===== src/verilog/dcache_cfg.svh =====
`ifndef DCACHE_CFG_SVH
`define DCACHE_CFG_SVH

// Processor and bus address width
`define DC_ADDR_W       32

// Direct-mapped geometry, 128 lines of 16 words
`define DC_INDEX_W      7
`define DC_OFFSET_W     4
`define DC_TAG_W        19
`define DC_LINE_WORDS   16

// Posted uncached writes
`define DC_WFIFO_DEPTH  4

`endif


===== src/verilog/dcache_pkg.sv =====
`include "dcache_cfg.svh"

package dcache_pkg;

    typedef logic [`DC_ADDR_W-1:0]        addr_t;
    typedef logic [31:0]                  word_t;
    typedef logic [`DC_TAG_W-1:0]         tag_t;
    typedef logic [`DC_INDEX_W-1:0]       index_t;
    typedef logic [`DC_OFFSET_W-1:0]      offset_t;
    typedef logic [3:0]                   byte_en_t;
    typedef logic [`DC_LINE_WORDS*32-1:0] line_t;    // Word 0 in the low bits

    typedef enum logic [2:0] {
        IDLE,
        FIFO_WAIT,
        CACHED_RSHAKE,
        CACHED_RWAIT,
        CACHED_WWAIT,
        CACHED_REFILL,
        UNCACHED_RSHAKE,
        UNCACHED_RETURN
    } rstate_t;

    typedef enum logic [2:0] {
        WIDLE            = 3'b000,
        UNCACHED_WSHAKE  = 3'b001,
        UNCACHED_WWRITE  = 3'b011,
        UNCACHED_WRESULT = 3'b010,
        CACHED_WSHAKE    = 3'b101,
        CACHED_WWRITE    = 3'b110,
        CACHED_WRESULT   = 3'b111
    } wstate_t;

endpackage


===== src/verilog/uncached_wfifo.sv =====
`timescale 1ns/1ps
`include "dcache_cfg.svh"

module uncached_wfifo (
    input  logic                  clk,
    input  logic                  rst,
    input  logic                  push,
    input  dcache_pkg::addr_t     push_addr,
    input  dcache_pkg::word_t     push_data,
    input  dcache_pkg::byte_en_t  push_be,
    input  logic                  pop,
    output dcache_pkg::addr_t     head_addr,
    output dcache_pkg::word_t     head_data,
    output dcache_pkg::byte_en_t  head_be,
    output logic                  full,
    output logic                  empty
);

    localparam int PTR_W = $clog2(`DC_WFIFO_DEPTH);
    localparam int CNT_W = $clog2(`DC_WFIFO_DEPTH + 1);

    dcache_pkg::addr_t     addr_q [`DC_WFIFO_DEPTH];
    dcache_pkg::word_t     data_q [`DC_WFIFO_DEPTH];
    dcache_pkg::byte_en_t  be_q   [`DC_WFIFO_DEPTH];
    logic [PTR_W-1:0]      wr_ptr;
    logic [PTR_W-1:0]      rd_ptr;
    logic [CNT_W-1:0]      count;

    assign head_addr = addr_q[rd_ptr];
    assign head_data = data_q[rd_ptr];
    assign head_be   = be_q[rd_ptr];
    assign full      = count == CNT_W'(`DC_WFIFO_DEPTH);
    assign empty     = count == '0;

    always_ff @(posedge clk) begin
        if (push) begin
            addr_q[wr_ptr] <= push_addr;
            data_q[wr_ptr] <= push_data;
            be_q[wr_ptr]   <= push_be;
        end
    end

    always_ff @(posedge clk) begin
        if (rst) begin
            wr_ptr <= '0;
            rd_ptr <= '0;
            count  <= '0;
        end else begin
            wr_ptr <= wr_ptr + PTR_W'(push);   // Depth is a power of two
            rd_ptr <= rd_ptr + PTR_W'(pop);
            count  <= count + CNT_W'(push) - CNT_W'(pop);
        end
    end

    a_no_overflow: assert property (@(posedge clk) disable iff (rst) push |-> !full);
    a_no_underflow: assert property (@(posedge clk) disable iff (rst) pop |-> !empty);

endmodule


===== config.mk =====
export PLATFORM = sky130hd
export DESIGN_NAME = uncached_wfifo
export DESIGN_NICKNAME = d
export VERILOG_FILES = /design/src/verilog/dcache_pkg.sv /design/src/verilog/uncached_wfifo.sv
export VERILOG_INCLUDE_DIRS = /design/src /design/src/verilog
export SDC_FILE = /design/constraint.sdc
export NUM_CORES = 1
export LEC_CHECK = 0
export ABC_CLOCK_PERIOD_IN_PS = 18050
export BUFFER_PORTS_ARGS = -buffer_cell sky130_fd_sc_hd__buf_2
export CORE_MARGIN = 2
export CORE_UTILIZATION = 44
export CTS_CLUSTER_DIAMETER = 150
export DETAILED_ROUTE_END_ITERATION = 10
export PLACE_DENSITY = 0.75
export SLEW_MARGIN = 25
export SYNTH_ARGS = -nofsm -noshare
export SYNTH_HDL_FRONTEND = slang
export SYNTH_SLANG_ARGS = --single-unit

===== constraint.sdc =====
create_clock -name clk -period 18.05 [get_ports clk]
set_input_delay 3.61 -clock clk [delete_from_list [all_inputs] [get_ports clk]]
set_output_delay 3.61 -clock clk [all_outputs]
set_load 0.01 [all_outputs]

======== Yosys cells after proc, flatten, opt, wreduce, memory -nomap -nowiden ========
Memory sizes are Yosys's and may differ from the RTL's. A register that Yosys moved wholly into a read port is not among the register bits.
Index checks and enable logic that the tools add are counted.
operators by class
  add/subtract/negate cells ............... 4
  multipliers ............................. 0
  div/mod/pow operators ................... 0
  $lt $le $gt $ge ......................... 0
  eq/ne operators ......................... 1
  shift operators ......................... 0
  multiplexer cells ....................... 5
  bitwise gates (word level) .............. 0
  reductions and logical operators ........ 1
operators by type and width
  cell                  number
  $mux W2               3
  $add A2 B1 Y2         2
  $add A3 B1 Y3         1
  $eq A3 B3 Y1 const B  1
  $logic_not A3 Y1      1
  $sub A3 B1 Y3         1
  $mux W1               2
word-level totals
  register bits after elaboration ......... 7
  latch bits .............................. 0
  memory bits (writable) .................. 272
  bits in read-only memories .............. 0
  output and inout bits ................... 70
  memories kept ........................... 3
memory list
  memory  words  bits a word  read ports  clocked after Yosys merged registers in  wr ports  RTL line              RTL
  addr_q  4      32           1           1                                        1         uncached_wfifo.sv:22  dcache_pkg::addr_t addr_q [`DC_WFIFO_DEPTH];
  data_q  4      32           1           1                                        1         uncached_wfifo.sv:23  dcache_pkg::word_t data_q [`DC_WFIFO_DEPTH];
  be_q    4      4            1           1                                        1         uncached_wfifo.sv:24  dcache_pkg::byte_en_t be_q [`DC_WFIFO_DEPTH];

======== Longest topological paths before layout ========
  word-level depth ........................ 2
  mapped depth ............................ 7
  gate-level depth less buffers ........... 7

======== Worst setup path after synthesis ========
Ideal clock, no wire load.
  path type ............................... in2reg
  start ................................... input port push
  end ..................................... memory addr_q[0][0] (netlist name), enable pin
  setup time .............................. 0.591 ns
  arrival time ............................ 8.524 ns
  required time ........................... 17.459 ns
  slack ................................... 8.935 ns
  stages on the path ...................... 1
  cells stage by stage .................... nor3b_1
on the way
  cells in the longest elaborated chain, start to end .. 2
RTL lines
  what                           RTL line              RTL
  start, declared                uncached_wfifo.sv:7   input logic push,
  $mux W1                        uncached_wfifo.sv:36  if (push) begin
  $mux W1 (not written as such)  uncached_wfifo.sv:37  addr_q[wr_ptr] <= push_addr;
  end, declared                  uncached_wfifo.sv:22
Every way passes these cells.

==> implementation parameters <==
Parameter                              Value

Run status
  Result of the run    finished, final reports clean

Critical path
  Buf/Inv on CP    2
  Largest driver fanout on the critical path    35
  Delay-heaviest family, CP    buffers and inverters
  Critical path data required time    about 14 ns
  Highest cell delay on the worst timing path    between 0.8 and 0.9 ns
  Critical Path Source Type    flop
  Crit-path cells    buf_4 -> mux4_2 -> buf_2
  Category of the worst setup path capture point    primary output
  Crit path arrival time    2.84 ns
  Slowest library cell on the worst path    sky130_fd_sc_hd__dfxtp_4
  Critical path class    flop to primary output

Floorplan
  Initial standard-cell utilization of the core    between 40% and 50%
  Die width    156 um
  Top-Level Pins    between 100 and 150
  Die height    156 um
  Number of rows created at floorplan    55
  Core footprint    ~23,000 um^2
  Die area    24,400 um^2

Cells and area
  Fraction of final layout cells sized beyond drive strength 1    roughly 46%
  Area taken by flip-flops and latches    approximately 8300 um^2
  Post-route insts no fill    about 860
  Net count reported at finish    628
  Number of fill cells in the layout    ~1,700
  N_diodes    0
  Area grow syn2layout    19.3%
  Area occupied by multi-input gates    between 1500 and 2000 um^2

Logic synthesis
  Commonest cells in the synthesized netlist    272 x sky130_fd_sc_hd__edfxtp_1, 68 x sky130_fd_sc_hd__mux4_2, 7 x sky130_fd_sc_hd__buf_2, 7 x sky130_fd_sc_hd__dfxtp_1
  Cell types with the largest area share after synthesis    sky130_fd_sc_hd__edfxtp_1 80%, sky130_fd_sc_hd__mux4_2 15%, sky130_fd_sc_hd__dfxtp_1 1.4%, sky130_fd_sc_hd__buf_12 0.59%, sky130_fd_sc_hd__ha_1 0.49%
  Mapped Area    between 10,000 and 15,000 um^2
  Synth Net Count    about 470
  Number of synthesized register bits    approximately 280
  Library cell with the largest summed area after synthesis    sky130_fd_sc_hd__edfxtp_1
  Count leader, synth    sky130_fd_sc_hd__edfxtp_1
  Warning count from the yosys run    0
  Portion of the post-synthesis area used by sequential elements    about four fifths
  Cells after Synth    around 390
  Post-synthesis async set-or-reset flop share    0%
  Post-synthesis average cell area    approximately 26 um^2
  Dominant synthesized flop cell    sky130_fd_sc_hd__edfxtp_1
  Post-synth EDFFs    around 270
  Number of library cell types mapped by synthesis    20
  Top cell type's share of synthesized area    around 80%

Global route
  Wire length of the first global-routing pass    between 20,000 and 30,000 um
  Pin count of the biggest net entering global routing    70
  Number of antenna violations at the first check in global routing    0
  GRT Resource Usage Total    ~15%
  Vias in the first global route    4,990
  Grt total ovfl    0

Clock network
  Clock root buffer    sky130_fd_sc_hd__clkbuf_16
  Resized Gates After CTS    0
  Post-CTS repair timing setup buffer count    0
  Max Buffers Root-to-Sink    3
  Sinks on the clock net    279
  TritonCTS clock tree    built
  H-tree lvl count    1
  Insertion delay of the later-clocked pin in the worst-skew pair    between 0.5 and 0.6 ns
  CTS buffer count    28
  Clock-pin slew of the registers on the worst-case setup and hold paths    roughly 0.060 ns
  Hold-fix buffers, CTS    0

Route
  Total Wirelength    17,600 um
  Number of vias in the routed layout    roughly 4,600
  Per-cell routed wire length    20.6 um
  Antenna Violating Nets Remaining    0
  First-pass detailed-route iteration total    4
  Number of vias per cell after detailed routing    roughly 5.3
  Iteration-0 DRC count of the detailed router    between 200 and 250
  Remaining design rule violation count    0

Place
  Setup Slack @ Placement    12.03 ns
  Placed cell count    804
  Total half-perimeter wirelength after legalization and detailed placement    10,100 um
  Count of port buffers added during placement    around 140
  Routability congestion estimate    0.728

Worst hold path
  Hold crit path type    flop to flop

Run
  Maximum Capacitance Violations    0

STA
  Final Hold Fails    0
  Pin slew with the least headroom to its limit    around 0.8 ns
  # setup viols final    0
  Post-route minimum period    about 6.5 ns
  Total negative slack for setup checks    0 ns
  Final clock skew    between 0.01 and 0.015 ns
  Fin Hold WS    ~0.6 ns
  Crit share post-route    around 36%
  RSZ-0062 raised after global routing    no
  Timing-limited maximum frequency    155 MHz
  Worst-case setup margin in the final layout    11.60 ns
  Final Max Slew Viols    0
  Headroom to the max-slew limit    48.2%

Power and ir drop
  Power density relative to cell area    around 120 nW/um^2
  Leakage dissipation    approximately 4.1 nW
  Highest ir drop seen on vdd    just over 90 uV
  Design Power    approximately 1.5 mW
[tightest hold or removal path: stages, from the launching register on]
cell	delay (ns)
sky130_fd_sc_hd__dfxtp_1	0.35
sky130_fd_sc_hd__xnor2_1	0.16
sky130_fd_sc_hd__nor2_1	0.04
[area by class of cell]
class,count,area share (%)
clock inverter,18,1.42
timing repair buffer,148,6.52
tap,285,2.94
inverter,4,0.124
multi-input combinational,90,14.4
sequential,279,68.5
clock buffer,34,6.13
[per-layer routing]
layer / GRT usage, % / share of wire [%] / vias to the layer above
li1: - / - / 1997
met1: 18.2 / 41 / 2396
met2: 26.4 / 52 / 131
met3: 3.39 / 5.2 / 28
met4: 3.67 / 2.4 / 0
met5: 0 / 0 / -
[path summary, 6_finish.rpt]
check,to,slack (ns),depth (start not counted),startpoint
worst min-delay path,wr_ptr[1]$_SDFF_PP0_,0.60,2,wr_ptr[1]$_SDFF_PP0_
worst max register to register,data_q[1][31]$_DFFE_PP_,16.34,2,wr_ptr[0]$_SDFF_PP0_
worst max-delay path,head_addr[9],11.60,3,rd_ptr[0]$_SDFF_PP0_
worst min register to register,wr_ptr[1]$_SDFF_PP0_,0.60,2,wr_ptr[1]$_SDFF_PP0_
[power by group]
part | internal (mW) | switching [mW]
clock network | 0.337 | 0.226
registers | 0.745 | 0.0155
logic | 0.0653 | 0.0662
[registers in the layout (all words and copies together), names as in the netlist]
name / flops
wr_ptr: 2
addr_q: 128
be_q: 16
rd_ptr: 2
data_q: 128
count: 3
[placed cells by master, fill, tap and decap left out, types with 2 or more instances in the layout]
master,synthesis,layout
sky130_fd_sc_hd__buf_12,3,2
sky130_fd_sc_hd__buf_2,7,141
sky130_fd_sc_hd__buf_4,1,3
sky130_fd_sc_hd__buf_6,1,2
sky130_fd_sc_hd__bufinv_16,0,3
sky130_fd_sc_hd__clkbuf_1,4,5
sky130_fd_sc_hd__clkbuf_16,0,29
sky130_fd_sc_hd__clkinv_1,0,3
sky130_fd_sc_hd__clkinv_2,0,9
sky130_fd_sc_hd__dfxtp_1,7,5
sky130_fd_sc_hd__dfxtp_4,0,2
sky130_fd_sc_hd__edfxtp_1,272,272
sky130_fd_sc_hd__ha_1,4,4
sky130_fd_sc_hd__inv_1,4,4
sky130_fd_sc_hd__inv_6,0,2
sky130_fd_sc_hd__mux4_2,68,68
sky130_fd_sc_hd__nor2_1,4,3
sky130_fd_sc_hd__nor2b_1,4,4
sky130_fd_sc_hd__xnor2_1,2,2
[kinds of logic after synthesis]
kind of cell / share of synthesized area, %
DFF: 81.7
and+or+nand+nor: 0.762
adders and majority gates: 0.689
xor gates and xnor gates: 0.406
muxes: 15.1
buffers and inverters: 1.41
[through the flow]
| stage | util (%) | instance area (um^2) |
|---|---|---|
| global placement | 49.3 | 11200 |
| global route | 53.6 | 12100 |
| CTS | 53.4 | 12100 |
| detailed placement | 49.3 | 11200 |
| floorplan | - | 10200 |
| finish | 53.6 | 12100 |
Note: power is estimated with default switching activity, not from simulation.
