`src/verilog/dcache_cfg.svh`:
```
`ifndef DCACHE_CFG_SVH
`define DCACHE_CFG_SVH

// Processor and bus address width
`define DC_ADDR_W       32

// Direct-mapped geometry, 128 lines of 16 words
`define DC_INDEX_W      7
`define DC_OFFSET_W     4
`define DC_TAG_W        19
`define DC_LINE_WORDS   16

// Posted uncached writes
`define DC_WFIFO_DEPTH  4

`endif

```
`src/verilog/dcache_pkg.sv`:
```
`include "dcache_cfg.svh"

package dcache_pkg;

    typedef logic [`DC_ADDR_W-1:0]        addr_t;
    typedef logic [31:0]                  word_t;
    typedef logic [`DC_TAG_W-1:0]         tag_t;
    typedef logic [`DC_INDEX_W-1:0]       index_t;
    typedef logic [`DC_OFFSET_W-1:0]      offset_t;
    typedef logic [3:0]                   byte_en_t;
    typedef logic [`DC_LINE_WORDS*32-1:0] line_t;    // Word 0 in the low bits

    typedef enum logic [2:0] {
        IDLE,
        FIFO_WAIT,
        CACHED_RSHAKE,
        CACHED_RWAIT,
        CACHED_WWAIT,
        CACHED_REFILL,
        UNCACHED_RSHAKE,
        UNCACHED_RETURN
    } rstate_t;

    typedef enum logic [2:0] {
        WIDLE            = 3'b000,
        UNCACHED_WSHAKE  = 3'b001,
        UNCACHED_WWRITE  = 3'b011,
        UNCACHED_WRESULT = 3'b010,
        CACHED_WSHAKE    = 3'b101,
        CACHED_WWRITE    = 3'b110,
        CACHED_WRESULT   = 3'b111
    } wstate_t;

endpackage

```
`src/verilog/dcache_write_ctrl.sv`:
```
`timescale 1ns/1ps

module dcache_write_ctrl (
    input  logic                  clk,
    input  logic                  rst,
    input  logic                  victim_wb,
    input  dcache_pkg::tag_t      victim_tag,
    input  dcache_pkg::index_t    victim_index,
    input  dcache_pkg::line_t     victim_line,
    input  logic                  fifo_empty,
    input  dcache_pkg::addr_t     fifo_addr,
    input  dcache_pkg::word_t     fifo_data,
    input  dcache_pkg::byte_en_t  fifo_be,
    output logic                  fifo_pop,
    output logic                  wr_req,
    output logic                  wr_uncached,
    output dcache_pkg::addr_t     wr_addr,
    output dcache_pkg::byte_en_t  wr_byte_en,
    output logic                  wr_valid,
    output dcache_pkg::word_t     wr_data,
    output logic                  wr_last,
    input  logic                  wr_req_ok,
    input  logic                  wr_ready,
    input  logic                  wr_resp,
    output logic                  writeback_busy,
    output logic                  wr_drained
);

    dcache_pkg::wstate_t  state, next_state;
    dcache_pkg::tag_t     vic_tag;
    dcache_pkg::index_t   vic_index;
    dcache_pkg::offset_t  beat_cnt;
    dcache_pkg::addr_t    vic_addr;
    logic                 vic_pending;
    logic                 vic_start;

    assign vic_addr  = {vic_tag, vic_index, 6'd0};
    assign vic_start = state == dcache_pkg::WIDLE && fifo_empty && vic_pending;

    assign writeback_busy = vic_pending || state == dcache_pkg::CACHED_WSHAKE
                         || state == dcache_pkg::CACHED_WWRITE
                         || state == dcache_pkg::CACHED_WRESULT;
    assign wr_drained = fifo_empty && state == dcache_pkg::WIDLE;

    always_ff @(posedge clk) begin
        if (rst)
            state <= dcache_pkg::WIDLE;
        else
            state <= next_state;
    end

    always_ff @(posedge clk) begin
        if (rst)
            vic_pending <= 1'b0;
        else if (victim_wb)
            vic_pending <= 1'b1;
        else if (vic_start)
            vic_pending <= 1'b0;
    end

    always_ff @(posedge clk) begin
        if (victim_wb) begin
            vic_tag   <= victim_tag;
            vic_index <= victim_index;
        end
    end

    always_ff @(posedge clk) begin
        if (rst || state != dcache_pkg::CACHED_WWRITE)
            beat_cnt <= '0;
        else if (wr_ready)
            beat_cnt <= beat_cnt + 1'b1;
    end

    always_comb begin
        next_state  = state;
        wr_req      = 1'b0;
        wr_uncached = 1'b0;
        wr_addr     = '0;
        wr_byte_en  = '0;
        wr_valid    = 1'b0;
        wr_data     = '0;
        wr_last     = 1'b0;
        fifo_pop    = 1'b0;

        case (state)
            dcache_pkg::WIDLE: begin
                if (!fifo_empty) begin   // Posted writes first
                    wr_req      = 1'b1;
                    wr_uncached = 1'b1;
                    wr_addr     = fifo_addr;
                    wr_byte_en  = fifo_be;
                    next_state  = wr_req_ok ? dcache_pkg::UNCACHED_WWRITE
                                            : dcache_pkg::UNCACHED_WSHAKE;
                end else if (vic_pending) begin
                    wr_req     = 1'b1;
                    wr_addr    = vic_addr;
                    wr_byte_en = 4'hf;
                    next_state = wr_req_ok ? dcache_pkg::CACHED_WWRITE
                                           : dcache_pkg::CACHED_WSHAKE;
                end
            end
            dcache_pkg::UNCACHED_WSHAKE: begin
                wr_req      = 1'b1;
                wr_uncached = 1'b1;
                wr_addr     = fifo_addr;
                wr_byte_en  = fifo_be;
                if (wr_req_ok)
                    next_state = dcache_pkg::UNCACHED_WWRITE;
            end
            dcache_pkg::UNCACHED_WWRITE: begin
                wr_valid   = 1'b1;
                wr_data    = fifo_data;
                wr_byte_en = fifo_be;
                wr_last    = 1'b1;
                fifo_pop   = wr_ready;
                if (wr_ready)
                    next_state = dcache_pkg::UNCACHED_WRESULT;
            end
            dcache_pkg::CACHED_WSHAKE: begin
                wr_req     = 1'b1;
                wr_addr    = vic_addr;
                wr_byte_en = 4'hf;
                if (wr_req_ok)
                    next_state = dcache_pkg::CACHED_WWRITE;
            end
            dcache_pkg::CACHED_WWRITE: begin
                wr_valid   = 1'b1;
                wr_data    = victim_line[32*beat_cnt +: 32];   // Still intact in the store
                wr_byte_en = 4'hf;
                wr_last    = &beat_cnt;
                if (wr_ready && &beat_cnt)
                    next_state = dcache_pkg::CACHED_WRESULT;
            end
            dcache_pkg::UNCACHED_WRESULT, dcache_pkg::CACHED_WRESULT: begin
                if (wr_resp)
                    next_state = dcache_pkg::WIDLE;
            end
            default: next_state = dcache_pkg::WIDLE;
        endcase
    end

    a_valid_in_write: assert property (@(posedge clk) disable iff (rst)
        wr_valid |-> (state == dcache_pkg::UNCACHED_WWRITE
                      || state == dcache_pkg::CACHED_WWRITE));

endmodule

```
`config.mk`:
```
export PLATFORM = sky130hd
export DESIGN_NAME = dcache_write_ctrl
export DESIGN_NICKNAME = d
export VERILOG_FILES = /design/src/verilog/dcache_pkg.sv /design/src/verilog/dcache_write_ctrl.sv
export VERILOG_INCLUDE_DIRS = /design/src /design/src/verilog
export SDC_FILE = /design/constraint.sdc
export NUM_CORES = 1
export LEC_CHECK = 0
export BUFFER_PORTS_ARGS = -buffer_cell sky130_fd_sc_hd__buf_2
export CAP_MARGIN = 10
export CORE_AREA = 2 2 269 271
export CTS_CLUSTER_DIAMETER = 120
export CTS_CLUSTER_SIZE = 8
export DETAILED_ROUTE_END_ITERATION = 7
export DIE_AREA = 0 0 271 273
export PLACE_DENSITY = 0.33
export SYNTH_ARGS = -nofsm -noshare
export SYNTH_HDL_FRONTEND = slang
export SYNTH_SLANG_ARGS = --single-unit
```
`constraint.sdc`:
```
create_clock -name clk -period 2.8 [get_ports clk]
set_clock_uncertainty 0.1 [all_clocks]
set_input_delay 0.56 -clock clk [delete_from_list [all_inputs] [get_ports clk]]
set_output_delay 0.56 -clock clk [all_outputs]
set_load 0.01 [all_outputs]
```
Word-level counts from Yosys, hierarchy flattened. Cells that the tools add are included.

Register bits: 34. Output and inout port bits: 75.

$add $sub $neg: 1. Eq/ne operators: 13. Shift operators: 1. Mux-type cells: 27. Reduce and logical (&&, ||, !) cells: 16.

Operator list (count): $shiftx A512 B10 Y32 (1); $pmux W32 S3 (1); $mux W32 (2); $pmux W32 S2 (1); $mux W3 (7); $pmux W3 S6 (1); $pmux W4 S3 (1); $reduce_or A2 Y1 (5); $eq A3 B3 Y1 const B (3); $mux W4 (2); $ne A2 B2 Y1 const B (4); $mux W1 (7); $eq A3 B2 Y1 const B (2); $ne A3 B3 Y1 const B (2); $pmux W1 S2 (3); $reduce_and A6 Y1 (1); $add A4 B1 Y4 const B (1); $logic_or A1 B1 Y1 (4); $mux W2 (2); $reduce_and A4 Y1 (1); $eq A3 B1 Y1 const B (1); $logic_and A1 B1 Y1 (3); $logic_not A3 Y1 (1); $ne A2 B1 Y1 const B (1); $reduce_bool A2 Y1 (1).

Logic depth before layout (Yosys ltp).
Depth after elaboration: 5. Mapped depth: 7. Gate-level depth less buffers: 4.

Worst setup path before layout. OpenSTA, ideal clock, no wires.

Kind: reg2out. From: register beat_cnt[0]. To: output wr_data[10]. Data arrival time: 1.734 ns. Required time: 2.140 ns. Slack: 0.406 ns. Stages on the path, launching flop included: 7. Path buffers: 3. Cell sequence: dfxtp_1 > clkbuf_1 > buf_2 > buf_2 > mux4_2 > a22oi_1 > o211ai_1.

Longest elaborated chain between the ends: 2.

Ends and longest elaborated chain: from (decl) (RTL line dcache_write_ctrl.sv:32) `dcache_pkg::offset_t beat_cnt;`; from (signal assigned) (RTL line dcache_write_ctrl.sv:72) `beat_cnt <= beat_cnt + 1'b1;`; $shiftx A512 B10 Y32 (RTL line dcache_write_ctrl.sv:129) `wr_data = victim_line[32*beat_cnt +: 32];`; $pmux W32 S2 (RTL line dcache_write_ctrl.sv:86) `case (state)`; to (decl) (RTL line dcache_write_ctrl.sv:20) `output dcache_pkg::word_t wr_data,`.

No other way between the ends.

Worst setup path after layout.
From: register beat_cnt[0]. To: output wr_data[28].

Same word-level chain as after synthesis.

==> results.py <==
metrics = {
    "status": {
        "outcome": "complete, but fails checks",
        "failed_checks": "setup timing",
    },
    "timing": {
        "min_period_ps": 2813,
        "fin_tns_setup_ps": -31.85,
        "setup_viol": 3,
        "max_freq_ghz": 0.3555,
        "layout_worst_path_cycle_share_pct": 100.5,
        "rsz0062_at_grt": "true",
        "hold_viol_final": 0,
        "slew_violations": 0,
        "tightest_slew_ps": 649.9,
        "setup_slack_ps": -13.17,
        "slew_headroom_pct": 56.68,
    },
    "global_route": {
        "grt_use_total_pct": 12.35,
        "overflow": 0,
        "grt_max_degree": 39,
        "grt_first_pass_wirelength_mm": 64.12,
        "antenna_found_initial": 30,
        "grt_pass1_vias": 8427,
    },
    "yosys": {
        "ys_warn_count": 0,
        "synth_edf_count": 26,
        "netlist-cell-type-count": 43,
        "ys_ff_latch": 34,
        "ys_async_sr_fraction_pct": 0,
        "synthesis.nets": 1075,
        "ys.flop_type": "edfxtp_1",
        "syn_avg_cell_area_sq_um": 12.55,
        "ys_seq_area_share_pct": 16.26,
        "syn-cell-area_sq_um": 5787,
        "netlist_instances": 461,
    },
    "routing": {
        "num_vias": 7854,
        "wl_mm": 48.67,
        "vias_per_cell": 3.687,
        "avgRoutedWirePerCell_microns": 22.85,
        "dr.pass1.iters": 5,
        "drt_iter0_markers": 345,
        "drcViolationCount": 0,
        "antenna_left": 0,
    },
    "floorplanning": {
        "initial_core_util_pct": 8.151,
        "die_w_microns": 271,
        "std_cell_rows": 98,
        "die_h_microns": 273,
        "io_pins": 688,
        "die_area_sq_um": 73980,
        "core_region_area_sq_um": 71000,
    },
    "placed_design": {
        "gp_congestion": 0.9061,
        "io_buffers": 687,
        "detailed_place_hpwl_mm": 42.32,
    },
    "cells_and_area": {
        "nNetsFinal": 1787,
        "fillers": 8073,
        "drive_above_1_share_pct": 80.07,
        "utilization_pct": 16.22,
        "area_growth_pct": 99.00,
        "layout_commonest_cell": "buf_2",
        "final_cell_mix": "buf_2, mux4_2, buf_4",
    },
    "cts": {
        "worstSkewPairLatency_ps": 290,
        "clock_path_buffers": 2,
        "cts_sinks": 34,
        "root_buffer": "clkbuf_16",
        "cts_tree": "yes",
        "htreeDepth": 2,
        "cts_buffers": 5,
        "clk_pin_slew_worst_paths_ps": 60,
    },
    "power": {
        "intPower_mw": 1.765,
        "pwr-share-comb_pct": 58.5,
        "leakage_nw": 4.796,
        "totalPowerFinal_mw": 2.803,
        "swShare_pct": 37.03,
        "p_switching_mw": 1.038,
        "p_seq_share_pct": 21.6,
        "vdd.ir_drop.worst_uv": 339.5,
        "power_per_cell_area_nw_per_um2": 243.4,
        "clockPowerShare_pct": 19.8,
    },
    "critical_path": {
        "crit_type": "reg2out",
        "critical_path_required_ps": 2140,
        "crit_path_end_kind": "output port",
        "cp_max_fo": 6,
        "cp-start-kind": "flop",
        "crit_arrival_ps": 2150,
    },
    "min_path": {
        "hold_path.class": "in2reg",
    },
    "job": {
        "max-cap-violations": 0,
    },
}
## per-layer routing
layer / track usage, % / share of wire [%]
met5: 0 / 0.18
met4: 3.402 / 1.8
met3: 3.409 / 8.3
met2: 21.69 / 50
met1: 14.71 / 40
## cell families (layout without fill, tap and decap cells)
family	after synthesis	in the layout	share of synthesized area (%)
mux	161	161	55.52
compound gates	117	117	15.20
other cells	0	6	0
buf+inv	62	775	4.994
fa+ha+maj	1	1	0.2162
xor+xnor	5	5	0.7567
flops	34	34	16.26
simple gates	81	81	7.049
## cell type report
type                       instances  area [sq um]  area share, %
sequential                        34         952.2          8.268
multi-input combinational        365          4748          41.23
clock buffer                       6         128.9          1.119
timing repair buffer             763          4458          38.71
inverter                           4         15.01         0.1304
clock inverter                     2         10.01        0.08692
antenna                            6         15.01         0.1304
tap                              950          1189          10.32
## what timing repair did
action,in CTS,in global routing
resized for setup,57,22
hold buffers,0,0
endpoints found under the setup margin,30,31
cloned,5,0
endpoints found under the hold margin,0,0
buffers inserted,17,6
pin swaps,11,13
## stage by stage
step / hold WS (ps) / std cells / worst slack, ps / instance area, sq um
2_1_floorplan: 410.3 / 461 / 405.7 / 5787
5_1_grt: 332.4 / 2130 / -146.9 / 11520
4_1_cts: 323.1 / 2120 / -107.8 / 11410
3_3_place_gp: 463.7 / 2090 / 86.19 / 10750
6_report: 340.3 / 2130 / -13.17 / 11520
3_5_place_dp: 455.9 / 2090 / 66.40 / 10750
## flip-flops by register name (all words and copies together), names as in the netlist
register,count
beat_cnt,4
vic_index,7
vic_pending,1
state,3
vic_tag,19
## final timing paths
check | endpoint | slack (ps) | start | cells after the start
max | wr_data[28] | -10 | beat_cnt[0] | 7
max reg2reg | state[0] | 840 | state[2] | 5
min reg2reg | vic_pending | 470 | vic_pending | 2
min | vic_tag[4] | 340 | victim_tag[4] | 1
## critical path: stages (launching register included)
cell	delay (ps)
dfxtp_4	420
buf_16	160
buf_6	110
mux4_2	580
mux2i_1	170
buf_4	150
o211ai_1	80
buf_2	150
## synth_stat cells, types with 2 or more instances
cell type	n	share of area, %
a31oi_1	4	0.43
buf_1	9	0.58
buf_2	18	1.6
a21oi_1	10	0.86
nor3_1	7	0.61
mux2i_1	33	5.7
edfxtp_1	26	13
nor2_1	8	0.52
clkbuf_1	23	1.5
nand3b_1	2	0.26
nand2_1	37	2.4
dfxtp_1	8	2.8
a22o_1	26	3.9
mux4_2	128	50
inv_1	4	0.26
xor2_1	4	0.61
o21a_1	2	0.26
buf_4	7	0.91
nand2b_1	7	0.76
a22oi_1	32	4.2
nor2b_1	3	0.32
and2_1	7	0.76
o21ai_0	5	0.43
o211ai_1	32	4.2
## power by group through the flow
| stage | registers, mW | logic [mW] | clock network (mW) |
|---|---|---|---|
| floorplan | 0.614 | 0.715 | 0 |
| global placement | 0.617 | 1.63 | 0 |
| detailed placement | 0.617 | 1.63 | 0 |
| CTS | 0.607 | 1.66 | 0.594 |
| global route | 0.612 | 1.77 | 0.598 |
| finish | 0.607 | 1.64 | 0.556 |
Power figures use the tool's default switching activity.
