--- src/verilog/dcache_cfg.svh ---
`ifndef DCACHE_CFG_SVH
`define DCACHE_CFG_SVH

// Processor and bus address width
`define DC_ADDR_W       32

// Direct-mapped geometry, 128 lines of 16 words
`define DC_INDEX_W      7
`define DC_OFFSET_W     4
`define DC_TAG_W        19
`define DC_LINE_WORDS   16

// Posted uncached writes
`define DC_WFIFO_DEPTH  4

`endif

--- src/verilog/dcache_pkg.sv ---
`include "dcache_cfg.svh"

package dcache_pkg;

    typedef logic [`DC_ADDR_W-1:0]        addr_t;
    typedef logic [31:0]                  word_t;
    typedef logic [`DC_TAG_W-1:0]         tag_t;
    typedef logic [`DC_INDEX_W-1:0]       index_t;
    typedef logic [`DC_OFFSET_W-1:0]      offset_t;
    typedef logic [3:0]                   byte_en_t;
    typedef logic [`DC_LINE_WORDS*32-1:0] line_t;    // Word 0 in the low bits

    typedef enum logic [2:0] {
        IDLE,
        FIFO_WAIT,
        CACHED_RSHAKE,
        CACHED_RWAIT,
        CACHED_WWAIT,
        CACHED_REFILL,
        UNCACHED_RSHAKE,
        UNCACHED_RETURN
    } rstate_t;

    typedef enum logic [2:0] {
        WIDLE            = 3'b000,
        UNCACHED_WSHAKE  = 3'b001,
        UNCACHED_WWRITE  = 3'b011,
        UNCACHED_WRESULT = 3'b010,
        CACHED_WSHAKE    = 3'b101,
        CACHED_WWRITE    = 3'b110,
        CACHED_WRESULT   = 3'b111
    } wstate_t;

endpackage

--- src/verilog/dcache_read_ctrl.sv ---
`timescale 1ns/1ps
`include "dcache_cfg.svh"

module dcache_read_ctrl (
    input  logic                  clk,
    input  logic                  rst,
    input  logic                  den,
    input  logic                  addr_uncached,
    input  dcache_pkg::addr_t     addr,
    input  dcache_pkg::word_t     wdata,
    input  dcache_pkg::byte_en_t  byte_en,
    output logic                  data_ok,
    output dcache_pkg::word_t     data_rdata,
    output logic                  rd_req,
    output logic                  rd_uncached,
    output dcache_pkg::addr_t     rd_addr,
    input  logic                  rd_req_ok,
    input  logic                  rd_valid,
    input  dcache_pkg::word_t     rd_data,
    input  logic                  rd_last,
    input  dcache_pkg::tag_t      store_rtag,
    input  dcache_pkg::line_t     store_rline,
    input  logic                  store_valid,
    input  logic                  store_dirty,
    output logic                  store_we,
    output dcache_pkg::line_t     store_wline,
    output logic                  store_set_dirty,
    input  logic                  fifo_full,
    output logic                  fifo_push,
    input  logic                  wr_drained,
    input  logic                  writeback_busy,
    output logic                  victim_wb
);

    dcache_pkg::rstate_t  state, next_state;
    dcache_pkg::tag_t     tag;
    dcache_pkg::index_t   index;
    dcache_pkg::offset_t  offset;
    dcache_pkg::offset_t  beat_cnt;
    dcache_pkg::addr_t    line_addr;
    dcache_pkg::word_t    wmask;
    dcache_pkg::line_t    rx_line;
    dcache_pkg::line_t    merged_line;
    logic                 hit;

    assign tag       = addr[`DC_ADDR_W-1 -: `DC_TAG_W];
    assign index     = addr[`DC_OFFSET_W+2 +: `DC_INDEX_W];
    assign offset    = addr[2 +: `DC_OFFSET_W];
    assign line_addr = {tag, index, {(`DC_OFFSET_W+2){1'b0}}};
    assign hit       = store_valid && (store_rtag == tag);
    assign wmask     = {{8{byte_en[3]}}, {8{byte_en[2]}}, {8{byte_en[1]}}, {8{byte_en[0]}}};

    always_comb begin
        merged_line = store_rline;
        merged_line[32*offset +: 32] = (store_rline[32*offset +: 32] & ~wmask) | (wdata & wmask);
    end

    always_ff @(posedge clk) begin
        if (rst)
            state <= dcache_pkg::IDLE;
        else
            state <= next_state;
    end

    // Refill beats land in order from the line base
    always_ff @(posedge clk) begin
        if (rst || state != dcache_pkg::CACHED_RWAIT)
            beat_cnt <= '0;
        else if (rd_valid)
            beat_cnt <= beat_cnt + 1'b1;
    end

    always_ff @(posedge clk) begin
        if (state == dcache_pkg::CACHED_RWAIT && rd_valid)
            rx_line[32*beat_cnt +: 32] <= rd_data;
    end

    always_comb begin
        next_state      = state;
        data_ok         = 1'b0;
        data_rdata      = '0;
        rd_req          = 1'b0;
        rd_uncached     = 1'b0;
        rd_addr         = '0;
        store_we        = 1'b0;
        store_wline     = merged_line;
        store_set_dirty = 1'b0;
        fifo_push       = 1'b0;
        victim_wb       = 1'b0;

        case (state)
            dcache_pkg::IDLE: begin
                if (den && addr_uncached && byte_en != '0) begin
                    fifo_push = !fifo_full;   // Posted and acked at once
                    data_ok   = !fifo_full;
                end else if (den && addr_uncached) begin
                    if (wr_drained) begin
                        rd_req      = 1'b1;
                        rd_uncached = 1'b1;
                        rd_addr     = addr;
                        next_state  = rd_req_ok ? dcache_pkg::UNCACHED_RETURN
                                                : dcache_pkg::UNCACHED_RSHAKE;
                    end else begin
                        next_state = dcache_pkg::FIFO_WAIT;
                    end
                end else if (den && hit) begin
                    data_ok         = 1'b1;
                    data_rdata      = store_rline[32*offset +: 32];
                    store_we        = byte_en != '0;
                    store_set_dirty = byte_en != '0;
                end else if (den) begin
                    // Victim goes out only once the posted writes are gone
                    if (store_dirty && !wr_drained) begin
                        next_state = dcache_pkg::FIFO_WAIT;
                    end else begin
                        rd_req     = 1'b1;
                        rd_addr    = line_addr;
                        victim_wb  = store_dirty;
                        next_state = rd_req_ok ? dcache_pkg::CACHED_RWAIT
                                               : dcache_pkg::CACHED_RSHAKE;
                    end
                end
            end
            dcache_pkg::FIFO_WAIT: begin
                if (wr_drained)
                    next_state = dcache_pkg::IDLE;
            end
            dcache_pkg::CACHED_RSHAKE: begin
                rd_req  = 1'b1;
                rd_addr = line_addr;
                if (rd_req_ok)
                    next_state = dcache_pkg::CACHED_RWAIT;
            end
            dcache_pkg::CACHED_RWAIT: begin
                if (rd_valid && rd_last)
                    next_state = writeback_busy ? dcache_pkg::CACHED_WWAIT
                                                : dcache_pkg::CACHED_REFILL;
            end
            dcache_pkg::CACHED_WWAIT: begin
                if (!writeback_busy)
                    next_state = dcache_pkg::CACHED_REFILL;
            end
            dcache_pkg::CACHED_REFILL: begin
                store_we    = 1'b1;
                store_wline = rx_line;
                data_ok     = byte_en == '0;   // A write retries as a hit
                data_rdata  = rx_line[32*offset +: 32];
                next_state  = dcache_pkg::IDLE;
            end
            dcache_pkg::UNCACHED_RSHAKE: begin
                rd_req      = 1'b1;
                rd_uncached = 1'b1;
                rd_addr     = addr;
                if (rd_req_ok)
                    next_state = dcache_pkg::UNCACHED_RETURN;
            end
            dcache_pkg::UNCACHED_RETURN: begin
                data_ok    = rd_valid;   // Single beat
                data_rdata = rd_data;
                if (rd_valid)
                    next_state = dcache_pkg::IDLE;
            end
            default: next_state = dcache_pkg::IDLE;
        endcase
    end

    a_no_store_during_refill: assert property (@(posedge clk) disable iff (rst)
        state == dcache_pkg::CACHED_RWAIT |-> !store_we);

endmodule

--- config.mk ---
export PLATFORM = sky130hd
export DESIGN_NAME = dcache_read_ctrl
export DESIGN_NICKNAME = d
export VERILOG_FILES = /design/src/verilog/dcache_pkg.sv /design/src/verilog/dcache_read_ctrl.sv
export VERILOG_INCLUDE_DIRS = /design/src /design/src/verilog
export SDC_FILE = /design/constraint.sdc
export NUM_CORES = 2
export LEC_CHECK = 0
export BUFFER_PORTS_ARGS = -buffer_cell sky130_fd_sc_hd__buf_2
export CORE_AREA = 2 2 476 478
export DETAILED_ROUTE_END_ITERATION = 8
export DIE_AREA = 0 0 478 480
export PLACE_DENSITY = 0.45
export SYNTH_ARGS = -nofsm -noshare
export SYNTH_HDL_FRONTEND = slang
export SYNTH_SLANG_ARGS = --single-unit
--- constraint.sdc ---
create_clock -name clk -period 9.7 [get_ports clk]
set_input_delay 0.485 -clock clk [delete_from_list [all_inputs] [get_ports clk]]
set_output_delay 0.485 -clock clk [all_outputs]
set_load 0.1 [all_outputs]
* After elaboration in Yosys (flattened, before gate mapping) *
Cells that the tools add are included.

operators by class
  multiplexer cells = 57
  $add $sub $neg = 3
  equal/unequal tests = 18
  bitwise operators = 4
  shift operators = 6
  reduce and logical (&&, ||, !) cells = 15

operators with widths
  operator                     number
  $bwmux W512                  2
  $shift A32 B34 Y512 const A  2
  $shiftx A32 B34 Y512         2
  $shiftx A512 B10 Y32         2
  $mux W512                    1
  $mux W32                     9
  $pmux W32 S3                 2
  $neg A9 Y34                  2
  $and A32 B32 Y32             2
  $mux W3                      11
  $not A32 Y32                 1
  $or A32 B32 Y32              1
  $mux W1                      26
  $pmux W3 S8                  1
  $eq A19 B19 Y1               1
  $eq A3 B3 Y1 const B         4
  $ne A2 B2 Y1 const B         6
  $reduce_and A9 Y1            1
  $logic_and A1 B1 Y1          7
  $eq A3 B2 Y1 const B         2
  $ne A3 B3 Y1 const B         2
  $pmux W1 S2                  3
  $add A4 B1 Y4 const B        1
  $logic_not A4 Y1             1
  other kinds (10)             11

word-level totals
  flip-flop bits (word level) = 519
  bits of input ports = 643

* Depth between registers and ports, before layout *
  depth after elaboration = 8
  depth in mapped cells = 15
  depth with buffers taken out = 7

* Worst setup path before layout *
Ideal clock, no wire load.

  kind = register -> output
  start = reg state[2]
  end = out data_ok
  data required time = 9.215 ns
  arrival = 4.589 ns
  buffers on the path = 0
  cell stages (with the launch flop) = 5
  slack = 4.626 ns
  path through = dfxtp_1 -> or3_1 -> nor4_1 -> a221oi_1 -> nand2_1

on the way
  longest elaborated chain between the ends = 2
  elaborated cells between the ends (all ways) = 4
  those cells by class = eq/ne (2); mux (1); reduce/logical (1)

RTL lines
  what                                              line                    source
  start, declared                                   dcache_read_ctrl.sv:35  dcache_pkg::rstate_t state, next_state;
  start signal, assigned                            dcache_read_ctrl.sv:60  state <= dcache_pkg::IDLE;
  start signal, assigned                            dcache_read_ctrl.sv:62  state <= next_state;
  $eq A3 B3 Y1 or $logic_not A3 Y1 (tied branches)  dcache_read_ctrl.sv:91  case (state)
  $pmux W1 S3 (*)                                   dcache_read_ctrl.sv:91
  end, declared                                     dcache_read_ctrl.sv:12  output logic data_ok,

Every way passes the cells marked *; elsewhere a longest branch is shown, timed or not.

* Worst setup path after layout *
  start = in addr[2]
  end = out store_wline[63]

on the way
  longest elaborated chain between the ends = 6
  elaborated cells between the ends (all ways) = 8
  those cells by class = add/sub (1); shift (3); mux (2); bitwise (2)

RTL lines
  what                  line                    source
  start, declared       dcache_read_ctrl.sv:9   input dcache_pkg::addr_t addr,
  $shiftx A512 B10 Y32  dcache_read_ctrl.sv:55  merged_line[32*offset +: 32] = (store_rline[32*offset +: 32] & ~wmask) | (wdata & wmask);
  $and A32 B32 Y32      dcache_read_ctrl.sv:55
  $or A32 B32 Y32       dcache_read_ctrl.sv:55
  $shiftx A32 B34 Y512  dcache_read_ctrl.sv:55
  $bwmux W512 (*)       dcache_read_ctrl.sv:55
  $mux W512 (*)         dcache_read_ctrl.sv:91
  end, declared         dcache_read_ctrl.sv:26  output dcache_pkg::line_t store_wline,

Marked as above.

==> summary.md <==
| Metric | Value |
|---|---|
| Status | complete, no violations |
| Ys Warns | 0 |
| Initial Utilization | 16.2% |
| Area of the core | 224000 µm² |
| Yosys top cell by area | edfxtp_1 |
| Final GP Congestion | approximately 0.98 |
| Total CTS buffers | 69 |
| Port buffer count | 1225 |
| Routed WL | 356000 µm |
| Synth area leaders | edfxtp_1 42%, mux4_2 16%, o22ai_1 8.6% |
| P per Cell Area | 194 nW/µm² |
| Avg Vias per Cell | around 5.5 |
| Average wire per standard cell | about 47 µm |
| # IOs | 1226 |
| Post-synth EDFFs | 512 |
| Avg Cell Area, Syn | 10.6 µm² |
| Number of iterations in the first detailed-routing pass | 6 |
| Share of layout cells above drive strength 1 | 40.4% |
| Worst setup margin | 3.19 ns |
| Total Power Consumption | 9.40 mW |
| Largest net degree at the start of global routing | between 100 and 150 |
| Initial antenna violation count | between 100 and 150 |
| Static Leakage | 17.1 nW |
| Design Area, Final | 48400 µm² |
| Worst-skew pair later-pin latency | between 0.6 and 0.7 ns |
| Final setup fails | 0 |
| Crit path required time | 9.22 ns |
| Post CTS Setup Buffer Count | 0 |
| Die X | 478 µm |
| Gate Count Post-Synth | approximately 3400 |
| Post-layout nets | between 5000 and 6000 |
| Deepest level of the CTS H-tree | 3 |
| Data arrival, critical path | 6.02 ns |
| Mapped Nets | 4088 |
| Worst setup EP type | primary output |
| First-pass GRT wire length | 443000 µm |
| Area grow syn2layout | 33.1% |
| Seq/Total Area, Yosys | 42.7% |
| Root Buffer | clkbuf_16 |
| Synthesized area | ~36000 µm² |
| # clock sinks | between 500 and 600 |
| Rows | 174 |
| Final Hold Fails | 0 |
| Die ar. | around 230000 µm² |
| Hold depth | 3 |
| Via count | 41800 |
| Synth top area share | ~42% |
| Main synth FF type | edfxtp_1 |
| DRT iter0 DRCs | about 6000 |
| Slew HR | under 10% |
| Crit path time final | 6.51 ns |
| CTS tree | built |
| Setup WS pre-CTS | 3.32 ns |
| Unique cell type count in the Yosys netlist | 59 |
| Highest Clock Rate | between 0.15 and 0.2 GHz |
| Crit Path Class | primary input to primary output |
| Worst Path Max Fanout | 67 |
| Drc violations | 0 |
| CP Launch Type | primary input |
| Max clock buf depth | 3 |
| All-Layer GR Usage | 29.6% |
| FF+latch count, synth | 519 |
| Worst vdd ir | 0.000122 V |
| RSZ-0062 raised after global routing | no |
| ANT nets after route | 0 |
| Final worst-path cycle share | about 67% |
| Async SR Flop Fraction | 0% |
| CTS clk-pin slew, worst paths | 0.06 ns |
| FF-to-FF path depth | 9 |
| Final slew viol count | 0 |
| Worst slew pin tran | 1.35 ns |
| Post-DP HPWL | roughly 270000 µm |
| Post-DP Area | 46000 µm² |
| Vias in the first global route | 40200 |
| MaxCap Viol Count | 0 |
| Hold WC Path Type | primary input to flop |
| Die Ht | 480 µm |
| Setup TNS | 0 ns |
| Clock Skew | 0.0172 ns |
| GRT overflow | 0 |
[power by group]
part / internal, mW / total [mW] / switching, mW / leakage (nW)
sequential: 2.44 / 2.47 / 0.0226 / 4.41
clock: 1.54 / 2.71 / 1.18 / 1.10
combinational: 0.703 / 4.22 / 3.52 / 11.6
total: 4.68 / 9.40 / 4.72 / 17.1
[stage by stage]
stage,util (%),hold WS (ns),std cells
5_1_grt,21.6,0.205,7527
3_5_place_dp,20.5,0.584,7378
3_3_place_gp,20.5,0.585,7378
2_1_floorplan,-,0.542,3440
6_report,21.6,0.221,7549
4_1_cts,21.5,0.146,7506
[logic make-up after synthesis]
group | after synthesis | share of synthesized area, %
AND/OR/NAND/NOR | 853 | 11.2
multiplexers | 386 | 19.5
buffers and inverters | 413 | 4.91
flip-flops | 519 | 42.7
adder cells (fa/ha/maj) | 5 | 0.172
AO/OA/AOI/OAI | 1241 | 21.0
XOR/XNOR | 23 | 0.555
[critical path, cell delays in order]
cell and delay, ns:
buf_8 0.32, inv_4 0.06, buf_12 0.33, ha_1 0.39, nor3b_1 0.18, or4_1 0.79
o21ai_4 0.98, buf_4 0.66, o22ai_1 0.19, a21oi_1 0.88, buf_2 0.58
[Yosys cell counts (24+ instances only)]
| cell type | n |
|---|---|
| buf_2 | 74 |
| edfxtp_1 | 512 |
| and2_1 | 263 |
| buf_1 | 24 |
| a22o_1 | 32 |
| clkbuf_1 | 275 |
| mux2i_1 | 118 |
| mux4_2 | 256 |
| a211oi_1 | 52 |
| a21oi_1 | 506 |
| o22ai_1 | 502 |
| nand2_1 | 113 |
| o21ai_0 | 50 |
| a21boi_0 | 26 |
| nor2_1 | 390 |
[layer usage]
metal	vias to the layer above	share of wire, %	global-route usage (%)
li1	15600	-	-
met1	21400	40	37.8
met2	3904	44	45.6
met3	837	10	8.55
met4	14	5.8	14.7
met5	-	0.025	0
[flip-flops by register name, indices dropped and copies added, names as in the netlist]
name / cells
beat_cnt: 4
rx_line: 512
state: 3
[path summary, 6_finish.rpt]
check                            startpoint               to  slack, ns
worst max-delay path                addr[2]  store_wline[63]       3.19
worst min-delay path               rd_valid      beat_cnt[0]       0.22
worst max register to register  beat_cnt[0]      rx_line[87]       5.75
worst min register to register  beat_cnt[1]      beat_cnt[1]       0.61
[final cells by class]
class | count | area, µm²
tap | 2992 | 3740
antenna | 43 | 108
clock buffer | 77 | 1760
clock inverter | 50 | 518
multi-input combinational | 2508 | 19500
timing repair buffer | 1350 | 7170
sequential | 519 | 15500
fill | 24700 | 176000
inverter | 10 | 40.0
[placed cells by master (no fill, tap or decap), types with 8 or more instances in the layout]
| cell | netlist | layout |
|---|---|---|
| clkinv_1 | 0 | 14 |
| clkbuf_1 | 275 | 8 |
| nor2_4 | 0 | 26 |
| bufinv_16 | 0 | 8 |
| nor2_1 | 390 | 364 |
| xor2_1 | 17 | 17 |
| mux2_2 | 12 | 12 |
| a211oi_1 | 52 | 52 |
| nand2_1 | 113 | 110 |
| o211a_1 | 11 | 11 |
| nor3_2 | 0 | 12 |
| o21ai_0 | 50 | 49 |
| a21oi_1 | 506 | 505 |
| inv_1 | 10 | 8 |
| mux4_2 | 256 | 256 |
| mux2i_1 | 118 | 118 |
| a21boi_0 | 26 | 26 |
| nand2b_1 | 9 | 8 |
| diode_2 | 0 | 43 |
| clkinv_2 | 0 | 12 |
| a211oi_4 | 21 | 21 |
| nand3_1 | 14 | 14 |
| buf_2 | 74 | 1221 |
| and2_1 | 263 | 262 |
| a22o_1 | 32 | 32 |
| o22ai_1 | 502 | 502 |
| clkbuf_16 | 0 | 69 |
| edfxtp_1 | 512 | 512 |
| buf_4 | 23 | 120 |
| o21ai_4 | 0 | 14 |
| o21a_1 | 11 | 11 |
[timing repair]
item | CTS | global route
hold endpoints to repair | 1 | 0
gates resized for setup | 0 | 0
endpoints found under the setup margin | 0 | 0
hold buffers | 1 | 0
Note: power is estimated with default switching activity, not from simulation.
